==> config.mk <==
export PLATFORM = sky130hd
export DESIGN_NAME = binner_tile_classify
export DESIGN_NICKNAME = d
export VERILOG_FILES = /design/src/logic/binner_pkg.sv /design/src/logic/binner_tile_classify.sv
export VERILOG_INCLUDE_DIRS = /design/src /design/src/include
export SDC_FILE = /design/constraint.sdc
export NUM_CORES = 1
export LEC_CHECK = 0
export BUFFER_PORTS_ARGS = -buffer_cell sky130_fd_sc_hd__buf_2
export CAP_MARGIN = 25
export CORE_AREA = 2 2 97 99
export DETAILED_ROUTE_END_ITERATION = 7
export DIE_AREA = 0 0 99 101
export GPL_ROUTABILITY_DRIVEN = 0
export SYNTH_ARGS = -nofsm -noshare
export SYNTH_HDL_FRONTEND = slang
export SYNTH_SLANG_ARGS = --single-unit
==> constraint.sdc <==
create_clock -name clk -period 1.3 [get_ports clk]
set_clock_uncertainty 0.05 [all_clocks]
set_input_delay 0.065 -clock clk [delete_from_list [all_inputs] [get_ports clk]]
set_output_delay 0.065 -clock clk [all_outputs]
set_load 0.03 [all_outputs]
==> src/include/binner_settings.svh <==
// ~~~~~~~~~~~~~~~~~~~~~~~~~~~~~~~~~~~~~~~~
// tile binner widths and tile size
// edge width must hold a*x + b*y + c without overflow
// ~~~~~~~~~~~~~~~~~~~~~~~~~~~~~~~~~~~~~~~~
`ifndef BINNER_SETTINGS_SVH
`define BINNER_SETTINGS_SVH
`default_nettype none

// tile edge length in pixels
`define BINNER_TILE_SIZE 8

`define BINNER_COEF_W 16
`define BINNER_COORD_W 12
// two 29-bit products plus c
`define BINNER_EDGE_W 32
`define BINNER_TILE_CNT_W 8

`default_nettype wire
`endif

==> src/logic/binner_pkg.sv <==
// ~~~~~~~~~~~~~~~~~~~~~~~~~~~~~~~~~~~~~~~~
// shared scalar types of the tile binner
// all widths come from binner_settings.svh
// ~~~~~~~~~~~~~~~~~~~~~~~~~~~~~~~~~~~~~~~~
`include "binner_settings.svh"
`default_nettype none

package binner_pkg;

    // one signed edge coefficient
    typedef logic signed [`BINNER_COEF_W-1:0] coef_t;

    // unsigned pixel coordinate
    typedef logic [`BINNER_COORD_W-1:0] coord_t;

    // tiles along one axis
    typedef logic [`BINNER_TILE_CNT_W-1:0] tile_cnt_t;

    // edge function value at a corner
    typedef logic signed [`BINNER_EDGE_W-1:0] edge_val_t;

    // corner index
    // bit 0 adds the tile size in x and bit 1 adds it in y
    // 0 is lower left and 3 is upper right
    typedef logic [1:0] corner_t;

endpackage

`default_nettype wire

==> src/logic/binner_tile_classify.sv <==
// ~~~~~~~~~~~~~~~~~~~~~~~~~~~~~~~~~~~~~~~~
// trivial reject and accept of one tile per cycle
// output is held while i_full is high
// ~~~~~~~~~~~~~~~~~~~~~~~~~~~~~~~~~~~~~~~~
`default_nettype none

module binner_tile_classify (
    input  logic                  clk,
    input  logic                  i_reset,
    input  logic                  i_full,
    input  logic                  i_valid,
    input  binner_pkg::coord_t    i_tile_x,
    input  binner_pkg::coord_t    i_tile_y,
    input  binner_pkg::edge_val_t i_e_tr [3],
    input  binner_pkg::edge_val_t i_e_ta [3],
    output logic                  o_tile_valid,
    output binner_pkg::coord_t    o_tile_x,
    output binner_pkg::coord_t    o_tile_y,
    output logic                  o_tile_full
);
    import binner_pkg::*;

    logic w_reject;
    logic w_covered;

    // any TR value below zero puts the tile outside that edge
    always_comb begin
        w_reject  = 1'b0;
        w_covered = 1'b1;
        for (int e = 0; e < 3; e++) begin
            if (i_e_tr[e] < 0) begin
                w_reject = 1'b1;
            end
            if (i_e_ta[e] < 0) begin
                w_covered = 1'b0;
            end
        end
    end

    always_ff @(posedge clk) begin
        if (i_reset) begin
            o_tile_valid <= 1'b0;
        end else if (!i_full) begin
            o_tile_valid <= i_valid & ~w_reject;
        end
    end

    // full tiles go to the shader, the rest to the rasterizer
    always_ff @(posedge clk) begin
        if (!i_full) begin
            o_tile_x    <= i_tile_x;
            o_tile_y    <= i_tile_y;
            o_tile_full <= w_covered;
        end
    end

endmodule

`default_nettype wire

# --- Word-level counts from Yosys, hierarchy flattened ---
# Cells that the tools add are included.
classes:
  muxes: 4
  n_reduce_logical: 1
  n_bitwise: 2
  magnitude_cmp: 6
ops:
  columns: ["op", "n"]
  rows:
  - ["< comparator 32 x 1 -> 1 bit, second input constant", 6]
  - ["2-to-1 mux 1 bit", 4]
  - ["OR reduction 2 bit", 1]
  - ["bitwise AND 1 bit", 1]
  - ["NOT 1 bit", 1]
word_totals:
  in_bits: 220
  word_cells: 17
  out_inout_bits: 26
  reg_bits: 26

# --- Longest topological paths before layout ---
logic_depth:
  ltp_word: 6
  mapped_depth: 2
  depth_no_buf: 2

# --- Worst setup path after synthesis ---
# Ideal clock, no wire load.
synth_timing:
  path_kind: "input to register"
  start: "input port i_full"
  end: "register o_tile_full, enable pin"
  stages: 1
  t_arrival_ns: 0.558
  path_buffers: 0
  setup_slack_ns: 0.312
  cell_sequence: "inv_1"
synth_rtl:
  columns: ["item", "line_no", "rtl"]
  rows:
  - ["start, declared", "binner_tile_classify.sv:10", "input logic i_full,"]
  - ["end signal, assigned", "binner_tile_classify.sv:53", "o_tile_full <= w_covered;"]
  - ["end, declared", "binner_tile_classify.sv:19", "output logic o_tile_full"]
# No word-level cell between the ends.

# --- Final worst setup path ---
layout_timing:
  start: "register o_tile_x[3]"
  end: "output port o_tile_x[3]"
layout_rtl:
  columns: ["item", "line_no", "rtl"]
  rows:
  - ["start, declared", "binner_tile_classify.sv:17", "output binner_pkg::coord_t o_tile_x,"]
  - ["start signal, assigned", "binner_tile_classify.sv:51", "o_tile_x <= i_tile_x;"]
# No word-level cell between the ends.

==> results.yml <==
critical_path:
  cp-end-kind: "output port"
  r2r-end: "o_tile_valid$_SDFFE_PP0N_"
  crit_family: "flip-flops"
  path_max_fanout: 1
  crit_required_ns: 1.19
  crit_path_max_incr_delay_ns: 0.38
  r2r-start: "o_tile_valid$_SDFFE_PP0N_"
  worst-setup-path-type: "flop to output port"
  path_cells: "buf_2"
  rrSetupSlack_ns: 0.64
  crit_slowest_cell: "edfxtp_1"
  cp_data_arrival_time_ns: 0.84
  critical_path_buf_inv_count: 1
  r2r_cells: 2
  startpoint_type: "flop"
drt:
  routedWlPerCell_um: 9.68
  vias: 658
  drt-pass1-iter-count: 4
  postRouteAntennaNets: 0
  drc_errors: 0
  drtIter0Drc: 12
  wl_mm: 2.27
  via_per_inst: 2.80
synth:
  yosysWarnings: 0
  yosysSeqAreaShare_pct: 95.1
  netlist_area_um2: 811
  syn_inst: 32
  ys_types: 8
  ys_seq_elements: 26
  syn_area_per_cell_um2: 25.3
  syn-num-nets: 252
finish:
  area_growth_pct: 96.1
  num-fill-cells: 961
  final_cell_mix: "buf_2 (59), dlygate4sd3_1 (28), edfxtp_1 (25)"
  final_common_cell: "buf_2"
  antennaDiodeCount: 0
  drive_gt1_share_pct: 51.6
  final_area_um2: 1590
  multi_input_area_um2: 36.3
  regArea_um2: 771
  nets: 345
die:
  rows: 35
  dieArea_um2: 10000
  die_w_um: 99
  initial_core_util_pct: 9.03
  coreArea_um2: 8980
  io_pins: 246
  dieHeight_um: 101
job:
  drv_cap: 0
min_path:
  worst_hold_path.num_cells: 3
  min_to: "o_tile_valid$_SDFFE_PP0N_"
  hp-class: "primary input to flop"
  min_from: "i_full"
global_route:
  grt_max_degree: 26
  grt_pass1_vias: 771
  antenna_found_initial: 0
  grt_pass1_wl_mm: 3.52
  track_usage_pct: 4.58
  globalRoute.totalOverflow: 0
place:
  post_dp_cell_area_um2: 1260
  port_buffers: 59
  hpwlAfterDp_mm: 1.52
clock_network:
  clock_latency_ns: 0.26
  cts_tree: "built"
  clock_path_buffers: 2
  clock_sinks: 26
  clock-root-buffer: "clkbuf_8"
  postCtsSetupBuffers: 0
  htreeDepth: 1
  path_clk_slew_ns: 0.09
  numCtsBuffers: 3
power_and_ir_drop:
  cellPowerDensity_nw_per_um2: 1130
  ir_worst_vdd_uv: 553
  p_leak_uw: 0.000648
timing:
  fin_tns_setup_ns: 0
  fmax_mhz: 1040
  hold_violations: 0
  rsz0062_at_grt: "no"
  finalMaxSlewViolations: 0
  period_share_pct: 73.6
  worst_pin_slew_ns: 0.234
  finalSetupViolations: 0
  hold_slack_ns: 0.0174
  relSlewSlack_pct: 84.4
  period_needed_ns: 0.957
run_status:
  status: "completed"
state kept, by name (all words and copies together), names as in the netlist:
register,flops
o_tile_x,12
o_tile_y,12
o_tile_full,1
o_tile_valid,1
power breakdown:
| part | switching, uW | total, uW | internal, uW |
|---|---|---|---|
| Combinational | 196 | 335 | 138 |
| Clock | 246 | 458 | 211 |
| Sequential | 15.1 | 1000 | 987 |
| Total | 458 | 1790 | 1340 |
per-stage QoR:
stage          std cells  power, uW  utilization, %  worst slack [ns]
2_1_floorplan         32       1170               -             0.312
3_3_place_gp         203       1290            14.1             0.480
3_5_place_dp         203       1290            14.1             0.480
4_1_cts              233       1810            17.5             0.332
5_1_grt              235       1880            17.7             0.287
6_report             235       1790            17.7             0.343
per-layer routing:
| layer | routed length, um | GRT usage [%] | up-vias |
|---|---|---|---|
| li1 | - | - | 308 |
| met1 | 750 | 4.17 | 294 |
| met2 | 1170 | 8.11 | 54 |
| met3 | 330 | 2.70 | 2 |
| met4 | 22 | 2.21 | 0 |
| met5 | 0 | 0 | - |
synth_stat cells:
cell	count	area, um2
nor2_1	1	3.75
nor4b_2	1	15.0
nand2_1	1	3.75
o2bb2ai_1	1	8.76
nor3_1	1	5.00
inv_1	1	3.75
edfxtp_1	25	751
dfxtp_1	1	20.0
tightest hold or removal path: cells and delay by family:
| kind | cells | cell delay (ns) |
|---|---|---|
| AO/OA/AOI/OAI | 1 | 0.06 |
| buffers and inverters | 1 | 0.11 |
| AND/OR/NAND/NOR | 1 | 0.05 |
layout make-up:
| cell class | instances | area share (%) |
|---|---|---|
| Inverter | 1 | 0.236 |
| Clock buffer | 3 | 2.60 |
| Sequential cell | 26 | 48.5 |
| Clock inverter | 1 | 0.236 |
| Multi-Input combinational cell | 5 | 2.28 |
| Tap cell | 111 | 8.73 |
| Timing Repair Buffer | 88 | 37.5 |
kinds of logic (layout without fill, tap and decap cells):
family	after synthesis	after routing	share of synthesized area, %
DFF	26	26	95.1
and+or+nand+nor	4	4	3.39
AOI/OAI and AO/OA	1	1	1.08
buffers and inverters	1	93	0.463
what timing repair did:
action                     4_1_cts  5_1_grt
hold endpoints to repair        26        1
hold buffers                    26        2
setup endpoints to repair        0        0
gates resized for setup          0        0
worst max path at each step:
stage	cells after the start	from	end	slack, ns
after global routing	1	o_tile_x[3]$_DFFE_PN_	o_tile_x[3]	0.29
after floorplan	1	i_full	o_tile_full$_SDFFCE_PP0N_	0.31
after detailed placement	3	i_full	o_tile_x[8]$_DFFE_PN_	0.48
final	1	o_tile_x[3]$_DFFE_PN_	o_tile_x[3]	0.34
after global placement	3	i_full	o_tile_full$_SDFFCE_PP0N_	0.48
after CTS	1	o_tile_x[8]$_DFFE_PN_	o_tile_x[8]	0.33
(Power assumes the default switching activity.)
