<file path="config.mk">
export PLATFORM = sky130hd
export DESIGN_NAME = binner_tile_walker
export DESIGN_NICKNAME = d
export VERILOG_FILES = /design/src/logic/binner_pkg.sv /design/src/logic/binner_tile_walker.sv
export VERILOG_INCLUDE_DIRS = /design/src /design/src/include
export SDC_FILE = /design/constraint.sdc
export NUM_CORES = 1
export LEC_CHECK = 0
export ABC_AREA = 1
export CAP_MARGIN = 10
export CORE_AREA = 4 4 84 86
export CTS_CLUSTER_SIZE = 16
export DETAILED_ROUTE_END_ITERATION = 10
export DIE_AREA = 0 0 88 90
export DONT_BUFFER_PORTS = 1
export GPL_TIMING_DRIVEN = 1
export MAX_ROUTING_LAYER = met4
export PLACE_DENSITY = 0.78
export SLEW_MARGIN = 30
export SYNTH_ARGS = -nofsm -noshare
export SYNTH_HDL_FRONTEND = slang
export SYNTH_SLANG_ARGS = --single-unit
</file>
<file path="constraint.sdc">
create_clock -name clk -period 4.61 [get_ports clk]
set_clock_uncertainty 0.1 [all_clocks]
set_input_delay 1.383 -clock clk [delete_from_list [all_inputs] [get_ports clk]]
set_output_delay 1.383 -clock clk [all_outputs]
set_load 0.005 [all_outputs]
</file>
<file path="src/include/binner_settings.svh">
// ~~~~~~~~~~~~~~~~~~~~~~~~~~~~~~~~~~~~~~~~
// tile binner widths and tile size
// edge width must hold a*x + b*y + c without overflow
// ~~~~~~~~~~~~~~~~~~~~~~~~~~~~~~~~~~~~~~~~
`ifndef BINNER_SETTINGS_SVH
`define BINNER_SETTINGS_SVH
`default_nettype none

// tile edge length in pixels
`define BINNER_TILE_SIZE 8

`define BINNER_COEF_W 16
`define BINNER_COORD_W 12
// two 29-bit products plus c
`define BINNER_EDGE_W 32
`define BINNER_TILE_CNT_W 8

`default_nettype wire
`endif

</file>
<file path="src/logic/binner_pkg.sv">
// ~~~~~~~~~~~~~~~~~~~~~~~~~~~~~~~~~~~~~~~~
// shared scalar types of the tile binner
// all widths come from binner_settings.svh
// ~~~~~~~~~~~~~~~~~~~~~~~~~~~~~~~~~~~~~~~~
`include "binner_settings.svh"
`default_nettype none

package binner_pkg;

    // one signed edge coefficient
    typedef logic signed [`BINNER_COEF_W-1:0] coef_t;

    // unsigned pixel coordinate
    typedef logic [`BINNER_COORD_W-1:0] coord_t;

    // tiles along one axis
    typedef logic [`BINNER_TILE_CNT_W-1:0] tile_cnt_t;

    // edge function value at a corner
    typedef logic signed [`BINNER_EDGE_W-1:0] edge_val_t;

    // corner index
    // bit 0 adds the tile size in x and bit 1 adds it in y
    // 0 is lower left and 3 is upper right
    typedef logic [1:0] corner_t;

endpackage

`default_nettype wire

</file>
<file path="src/logic/binner_tile_walker.sv">
// ~~~~~~~~~~~~~~~~~~~~~~~~~~~~~~~~~~~~~~~~
// row-major walk over the tile rectangle
// tile counts must be at least 1
// a new triangle is taken only when o_busy is low
// ~~~~~~~~~~~~~~~~~~~~~~~~~~~~~~~~~~~~~~~~
`include "binner_settings.svh"
`default_nettype none

module binner_tile_walker (
    input  logic                  clk,
    input  logic                  i_reset,
    input  logic                  i_valid,
    input  logic                  i_full,
    input  binner_pkg::coord_t    i_min_x,
    input  binner_pkg::coord_t    i_min_y,
    input  binner_pkg::tile_cnt_t i_tiles_x,
    input  binner_pkg::tile_cnt_t i_tiles_y,
    output logic                  o_load,
    output binner_pkg::coord_t    o_tile_x,
    output binner_pkg::coord_t    o_tile_y,
    output logic                  o_issue,
    output logic                  o_busy
);
    import binner_pkg::*;

    localparam coord_t TILE_STEP = coord_t'(`BINNER_TILE_SIZE);

    // triangle rectangle, held for the whole walk
    coord_t    r_min_x;
    tile_cnt_t r_tiles_x;
    tile_cnt_t r_tiles_y;

    coord_t    r_tile_x;
    coord_t    r_tile_y;
    tile_cnt_t r_col;
    tile_cnt_t r_row;
    logic      r_issue;

    // issued tiles in eval stage 1, eval stage 2 and classify
    logic [2:0] r_in_flight;

    logic w_accept;
    logic w_row_end;
    logic w_last;

    assign o_busy   = r_issue | (|r_in_flight);
    assign w_accept = i_valid & ~o_busy;
    assign o_load   = w_accept;

    assign w_row_end = (r_col == tile_cnt_t'(r_tiles_x - 1'b1));
    assign w_last    = w_row_end && (r_row == tile_cnt_t'(r_tiles_y - 1'b1));

    always_ff @(posedge clk) begin
        if (i_reset) begin
            r_issue     <= 1'b0;
            r_in_flight <= '0;
            r_col       <= '0;
            r_row       <= '0;
        end else if (w_accept) begin
            // pipeline is empty here, first tile goes out next cycle
            r_issue <= 1'b1;
            r_col   <= '0;
            r_row   <= '0;
        end else if (!i_full) begin
            r_in_flight <= {r_in_flight[1:0], r_issue};
            if (r_issue) begin
                if (w_last) begin
                    r_issue <= 1'b0;
                end
                if (w_row_end) begin
                    r_col <= '0;
                    r_row <= r_row + 1'b1;
                end else begin
                    r_col <= r_col + 1'b1;
                end
            end
        end
    end

    always_ff @(posedge clk) begin
        if (w_accept) begin
            r_min_x   <= i_min_x;
            r_tiles_x <= i_tiles_x;
            r_tiles_y <= i_tiles_y;
            r_tile_x  <= i_min_x;
            r_tile_y  <= i_min_y;
        end else if (!i_full && r_issue) begin
            // wrap to the start of the next row
            if (w_row_end) begin
                r_tile_x <= r_min_x;
                r_tile_y <= r_tile_y + TILE_STEP;
            end else begin
                r_tile_x <= r_tile_x + TILE_STEP;
            end
        end
    end

    assign o_tile_x = r_tile_x;
    assign o_tile_y = r_tile_y;
    assign o_issue  = r_issue;

endmodule

`default_nettype wire

</file>
# --- Word-level counts from Yosys, hierarchy flattened ---
# Index checks and enable logic that the tools add are counted.
word_totals:
  register_bits: 72
  latch_bits: 0
  ramBits: 0
  romBits: 0
  in_bits: 44
  output_inout_bits: 27
  elab_cells: 45
  memories: 0
op_classes:
  n_addsub: 6
  n_mul: 0
  div: 0
  magnitude_cmp: 0
  n_eq_ne: 3
  n_shift: 0
  mux: 11
  n_bitwise: 5
  reduce_logical: 11
op_table:
  columns: ["op", "count"]
  rows:
  - ["$mux W12", 6]
  - ["$add A12 B4 Y12 const B", 2]
  - ["$add A8 B1 Y8 const B", 2]
  - ["$eq A8 B8 Y1", 2]
  - ["$sub A8 B1 Y8 const B", 2]
  - ["$mux W8", 1]
  - ["$reduce_and A2 Y1", 3]
  - ["$mux W1", 4]
  - ["$reduce_bool A2 Y1", 2]
  - ["$not A1 Y1", 3]
  - ["$reduce_and A3 Y1", 1]
  - ["$reduce_or A3 Y1", 1]
  - ["$logic_and A1 B1 Y1", 2]
  - ["$ne A2 B1 Y1 const B", 1]
  - ["$reduce_or A2 Y1", 1]
  - ["$and A1 B1 Y1", 1]
  - ["$logic_not A1 Y1", 1]
  - ["$or A1 B1 Y1", 1]

# --- Logic depth before layout (Yosys ltp) ---
# Gate-level depths: netlist of the first run.
logic_depth:
  ltp_word: 7
  mapped_depth: 14
  mapped_depth_nobuf: 13

# --- Worst setup path after synthesis of the first run ---
# OpenSTA, ideal clock, no wires.
synth_path:
  path_type: "input to output"
  from: "input port i_valid"
  to: "output port o_load"
  arrival_time_ns: 2.630
  required_ns: 3.127
  slack_ns: 0.497
  cell_stages: 3
  path_buffers: 1
  cell_sequence: "nand3_1 > inv_1 > clkbuf_1"
synth_between:
  elab_chain_cells: 1
synth_rtl:
  columns: ["item", "line_no", "source"]
  rows:
  - ["start, declared", "binner_tile_walker.sv:12", "input logic i_valid,"]
  - ["$and A1 B1 Y1", "binner_tile_walker.sv:47", "assign w_accept = i_valid & ~o_busy;"]
  - ["end, declared", "binner_tile_walker.sv:18", "output logic o_load,"]
# Every way passes these cells.

# --- Worst setup path in the final report of the first run ---
# Ends and elaborated chain as after synthesis.

==> reports/results.ini, run 1 <==
[yosys]
netlist_area_sq_um = 3730
seq_area_frac_synth_pct = 52.6
ys_warn_count = 0
syn_nets = 464
synth.distinct_cells = 27
synth_edf_count = 52
synth_top_area_share_pct = 41.9
synth_area_leader_cell = edfxtp_1
async_flop_share_pct = 0
synth-main-ff-cell = edfxtp_1
ys_ff_latch = 72
ys_top_cells_by_area = edfxtp_1 42%, dfxtp_1 11%, nand2_1 11%
syn_inst = 414
synth_area_per_cell_sq_um = 9.00

[detailed_routing]
drtIter0Drc = 165
vias = 2693
wl_um = 7240
ant_nets = 0
routedWlPerCell_um = 14.5
dr.pass1.iters = 4
drc = 0
vias_per_cell = 5.39

[grt]
antenna_found_initial = 0
grt_pass1_wl_um = 12100
grt_overflow = 0
grt_pass1_vias = 2586
track_usage_pct = 19.9
grt_max_degree = 58

[placed_design]
numPortBuffers = 0
gp_congestion = 0.810
hpwlAfterDp_um = 5140

[clock_network]
path_clk_slew_ns = 0.08
cts_buffers = 9
clkSinkCount = 72
hold_buffers = 0
cts_tree = built
h-tree-depth = 3
clockRootBuffer = clkbuf_8
clk_path_buf_depth = 2
clk_latency_ns = 0.35
cts-resized-gates = 0
cts_setup_buffers = 0

[layout]
layout_commonest_cell = nand2_1
syn_to_final_growth_pct = 7.89
layout_common_cells = 105 x nand2_1, 52 x edfxtp_1, 45 x nor2_1
diodes = 0
nets = 468
layout-drive-gt1-share_pct = 8.04

[critical_path]
r2r_start = r_tiles_x[0]
worstPathRequired_ns = 3.13
max_stage_delay_ns = 0.13
endpoint_kind = output port
cp.arrival_ns = 1.60
r2r_setup_slack_ns = 1.65
crit_chain = nand3_1 > inv_2
crit_buf_inv = 1
startpoint_type = input port
r2r-end = o_tile_y[9]
worstSetupPathType = in -> out
critPathSlowestCell = inv_2
cp_top_family = buffers and inverters
r2r_cells = 10
cp_max_fo = 2

[power]
p_per_area_nw_per_um2 = 415
irDropWorstVdd_mv = 0.263
finalPower_mw = 1.67
p_leak_nw = 1.61

[timing]
rsz0062_at_grt = false
final_hold_viol_count = 0
setup_violations = 0
relSlewSlack_pct = 59.9
tightest_slew_ns = 0.601
period_share_pct = 66.9
period_needed_ns = 3.08
totalNegativeSetupSlack_ns = 0
maxSlewViolCount = 0
fmax_mhz = 324

[die]
start_util_pct = 59.4
rows = 29
ioPinCount = 71
core_sq_um = 6280
die_area_sq_um = 7920
die_h_um = 90
die_x_um = 88

[min_path]
min_from = r_in_flight[0]
whs_endpoint = r_in_flight[0]
hold_class = reg -> reg
hold_depth = 2

[outcome]
outcome = completed

[flow_run]
cap_violations = 0

[worst max path at each step]
stage                      start          end  slack [ns]  depth (start not counted)
floorplan                i_valid       o_load        0.50                          3
global placement         i_valid       o_load        1.52                          2
detailed placement       i_valid       o_load        1.53                          2
CTS                      i_valid       o_load        1.52                          2
global route        r_tiles_x[0]  o_tile_y[9]        1.39                         10
finish                   i_valid       o_load        1.53                          2
[per-stage QoR]
step | instance area [sq um] | util (%) | setup slack (ns) | hold slack [ns] | instances
global placement | 3780 | 60.2 | 1.52 | 0.355 | 484
CTS | 4020 | 64.1 | 1.52 | 0.388 | 500
global route | 4020 | 64.1 | 1.39 | 0.412 | 500
floorplan | 3730 | - | 0.497 | 0.345 | 414
finish | 4020 | 64.1 | 1.53 | 0.387 | 500
detailed placement | 3780 | 60.2 | 1.53 | 0.376 | 484
[final cells by class]
cell class              instances  area (sq um)
fillers                       515          2260
flip-flops and latches         72          1960
multi-input cells             294          1550
inverters                      38           143
clock buffers                   9           124
clock inverters                 7           120
well taps                      77          96.3
repair buffers                  3          22.5
[where the power goes]
group	internal, mW	leakage, nW	switching (mW)
logic	0.0806	0.835	0.149
registers	0.783	0.655	0.0538
clock network	0.360	0.119	0.243
total	1.22	1.61	0.445
[state kept, by name (all words and copies together), names as in the netlist]
signal	flops
o_tile_x	12
o_tile_y	12
r_min_x	12
r_col	8
r_row	8
r_tiles_x	8
r_tiles_y	8
r_in_flight	3
o_issue	1
[synth_stat cells (5+ instances only)]
cell type and number:
xnor2_1 16, ha_1 6, nand4_1 11, inv_1 38, a21oi_1 11, clkbuf_1 5, dfxtp_1 20, xor2_1 21
nand3_1 36, edfxtp_1 52, nand2_1 105, nor2_1 45, o21ai_0 11, nand3b_1 9
[kinds of logic (layout without fill, tap and decap cells)]
family                     after synthesis  count (layout)  share of synthesized area (%)
AOI/OAI and AO/OA                       26              26                           3.59
xor gates and xnor gates                37              37                           8.69
adders and majority gates                6               6                           2.01
buffers and inverters                   48              57                           5.67
DFF                                     72              72                           52.6
and+or+nand+nor                        225             225                           27.4
[routing by layer]
layer | GRT usage [%] | routed length, um | vias to the layer above
li1 | - | - | 1376
met3 | 6.03 | 396 | 9
met5 | - | 0 | -
met1 | 24.0 | 3030 | 1244
met4 | 5.12 | 75 | 0
met2 | 32.4 | 3740 | 64
(Power assumes the default switching activity.)
==> run 2, diff against run 1 <==
ABC_AREA = 0   (was 1)
CORE_AREA = 4 4 85 87   (was 4 4 84 86)
DIE_AREA = 0 0 89 91   (was 0 0 88 90)
PLACE_DENSITY = 0.77   (was 0.78)
clock period = 2.8 ns   (was 4.61 ns; I/O delays follow)
==> reports/results.ini, run 2 <==
[yosys]
ys_ff_latch = 72  ; unchanged
syn_inst = 345  ; -17%
synth_top_area_share_pct = 43.3  ; +1.4 points
syn_nets = 395  ; -15%
synth.distinct_cells = 44  ; +63%
ys_warn_count = 0  ; unchanged
synth_most_common_cell = edfxtp_1
synth_edf_count = 52  ; unchanged
netlist_area_sq_um = 3610  ; -3.2%
async_flop_share_pct = 0  ; unchanged
synthTopCellsByCount = 52 x edfxtp_1, 51 x nand2_1, 27 x o21ai_0, 22 x xnor2_1
synth-main-ff-cell = edfxtp_1
ys_top_cells_by_area = edfxtp_1 43%, dfxtp_1 11%, xnor2_1 5.3%
seq_area_frac_synth_pct = 54.4  ; +1.8 points
synth_area_leader_cell = edfxtp_1
synth_area_per_cell_sq_um = 10.5  ; +16%

[grt]
grt_pass1_vias = 2514  ; -2.8%
track_usage_pct = 18.5  ; -1.4 points
grt_overflow = 0  ; unchanged
met1_usage_pct = 23.6  ; -0.44 points
use_met3_pct = 4.98  ; -1.1 points
grt-busiest-layer = met2
grt_max_degree = 26  ; -55%
grt_pass1_wl_um = 11500  ; -5.1%
antenna_found_initial = 0  ; unchanged
grt_use_met2_pct = 28.7  ; -3.8 points

[layout]
diodes = 0  ; unchanged
layout-drive-gt1-share_pct = 9.94  ; +1.9 points
design_area_sq_um = 3960  ; -1.5%
layout_commonest_cell = edfxtp_1
seq_area_sq_um = 1960  ; unchanged
n_fill_cell = 492  ; -4.5%
nets = 407  ; -13%
multi_input_area_sq_um = 1580  ; +1.6%
layout_common_cells = 52 x edfxtp_1, 51 x nand2_1, 26 x o21ai_0
syn_to_final_growth_pct = 9.85
final_core_util_pct = 62.4  ; -1.7 points

[flow_run]
cap_violations = 0  ; unchanged

[timing]
maxSlewViolCount = 0  ; unchanged
whs_ns = 0.371  ; -0.0151 ns
period_needed_ns = 2.60
tightest_slew_ns = 0.600  ; -0.000952 ns
setup_slack_ns = 0.201  ; -1.33 ns
relSlewSlack_pct = 60.0  ; +0.063 points
final_hold_viol_count = 0  ; unchanged
period_share_pct = 92.8
fmax_mhz = 385
setup_violations = 0  ; unchanged

[clock_network]
clk_path_buf_depth = 2  ; unchanged
clk_latency_ns = 0.33  ; -0.02 ns
clockRootBuffer = clkbuf_8
cts_buffers = 9  ; unchanged
hold_buffers = 0  ; unchanged
cts_tree = built
h-tree-depth = 3  ; unchanged
path_clk_slew_ns = 0.08  ; about the same
clkSinkCount = 72  ; unchanged

[critical_path]
endpoint_kind = flip-flop
worstSetupPathType = reg -> reg
startpoint_type = flip-flop
r2r_start = r_tiles_x[1]
cp_max_fo = 13  ; +11
worstPathRequired_ns = 2.78  ; -0.35 ns
cp.arrival_ns = 2.58  ; +0.98 ns
startpoint = r_tiles_x[1]
r2r_setup_slack_ns = 0.20  ; -1.45 ns

[power]
p_per_area_nw_per_um2 = 631  ; +52%
irDropWorstVdd_mv = 0.434  ; +65%
switching_share_pct = 26.9  ; +0.26 points
p_int_mw = 1.83  ; +49%
p_leak_nw = 1.45  ; -9.9%
comb_power_share_pct = 13.6  ; about the same
p_sw_uw = 674  ; +51%
seq_power_share_pct = 55.1  ; +5.0 points
finalPower_mw = 2.50  ; +50%
clock_power_share_pct = 31.3  ; -4.8 points

[die]
die_x_um = 89  ; +1.1%
rows = 29  ; unchanged
core_sq_um = 6350  ; +1.2%
start_util_pct = 56.8  ; -2.6 points
ioPinCount = 71  ; unchanged
die_area_sq_um = 8100  ; +2.3%
die_h_um = 91  ; +1.1%

[detailed_routing]
vias = 2531  ; -6.0%
dr.pass1.iters = 4  ; unchanged
wl_um = 7210  ; -0.36%
ant_nets = 0  ; unchanged
drtIter0Drc = 209  ; +27%
drc = 0  ; unchanged
routedWlPerCell_um = 16.4  ; +13%
vias_per_cell = 5.77  ; +7.0%

[placed_design]
placed_cell_area_sq_um = 3740  ; -0.86%
hpwlAfterDp_um = 5250  ; +2.2%
dp_worst_setup_slack_ns = 0.0450  ; -1.48 ns
gp_congestion = 0.897  ; +11%
numPortBuffers = 0  ; unchanged

[outcome]
outcome = completed

[min_path]
hold_class = reg -> reg
min_from = r_in_flight[0]

-- run 2: changes by cell type in the layout (fill, tap and decap cells not counted), moves of 6 or more --
cell / before / now
nand2_1: 105 / 51
inv_1: 37 / 10
nor2_1: 45 / 20
nand3_1: 36 / 18
o21ai_0: 11 / 26
mux2i_1: 0 / 12
buf_4: 3 / 13
nand3b_1: 9 / 1
and3_1: 1 / 7
xnor2_1: 16 / 22
-- run 2: timing repair --
item,4_1_cts,5_1_grt
setup endpoints to repair,0,33
setup buffers,0,1
resized for setup,0,4
-- run 2: power by group through the flow --
stage	combinational, mW	sequential, mW	clock (mW)
after detailed placement	0.336	1.40	0
after global routing	0.387	1.39	0.847
after global placement	0.323	1.40	0
final	0.340	1.38	0.783
after CTS	0.338	1.38	0.804
after floorplan	0.262	1.37	0
-- run 2: critical path, stage by stage, from the launching register on --
cell       delay (ns)
edfxtp_1         0.45
inv_1            0.09
ha_2             0.26
nand2_1          0.07
mux2i_1          0.13
a21oi_1          0.12
a2111oi_4        0.45
nand2_4          0.18
buf_4            0.25
mux2i_1          0.15
o21ai_0          0.10
-- run 2: cell families (layout without fill, tap and decap cells) --
kind of cell,after synthesis,after routing,synth area share (%)
AND/OR/NAND/NOR,135,136,18.4
flip-flops,72,72,54.4
AO/OA/AOI/OAI,58,58,9.75
XOR/XNOR,38,38,9.23
buffers and inverters,24,40,2.81
multiplexers,12,12,3.33
adder cells (fa/ha/maj),6,6,2.08
-- run 2: stage by stage --
stage               TNS (ns)  instances
floorplan                  0        345
global placement           0        421
detailed placement         0        421
CTS                        0        437
global route          -0.168        439
finish                     0        439
-- run 2: final timing paths --
| kind | endpoint | cells past startpoint |
|---|---|---|
| worst max-delay path | o_tile_x[9] | 10 |
| worst min-delay path | r_in_flight[0] | 2 |
| worst max register to register | o_tile_x[9] | 10 |
| worst min register to register | r_in_flight[0] | 2 |
-- run 2: layer usage --
layer	up-vias	wire, um
li1	1271	-
met1	1174	3180
met2	74	3510
met3	12	421
met4	0	107
met5	-	0
-- run 2: layout make-up --
class,count,area share [%]
Inverter,11,1.04
Tap cell,77,2.43
Clock inverter,6,1.48
Timing Repair Buffer,13,2.46
Multi-Input combinational cell,250,39.8
Sequential cell,72,49.5
Clock buffer,10,3.22
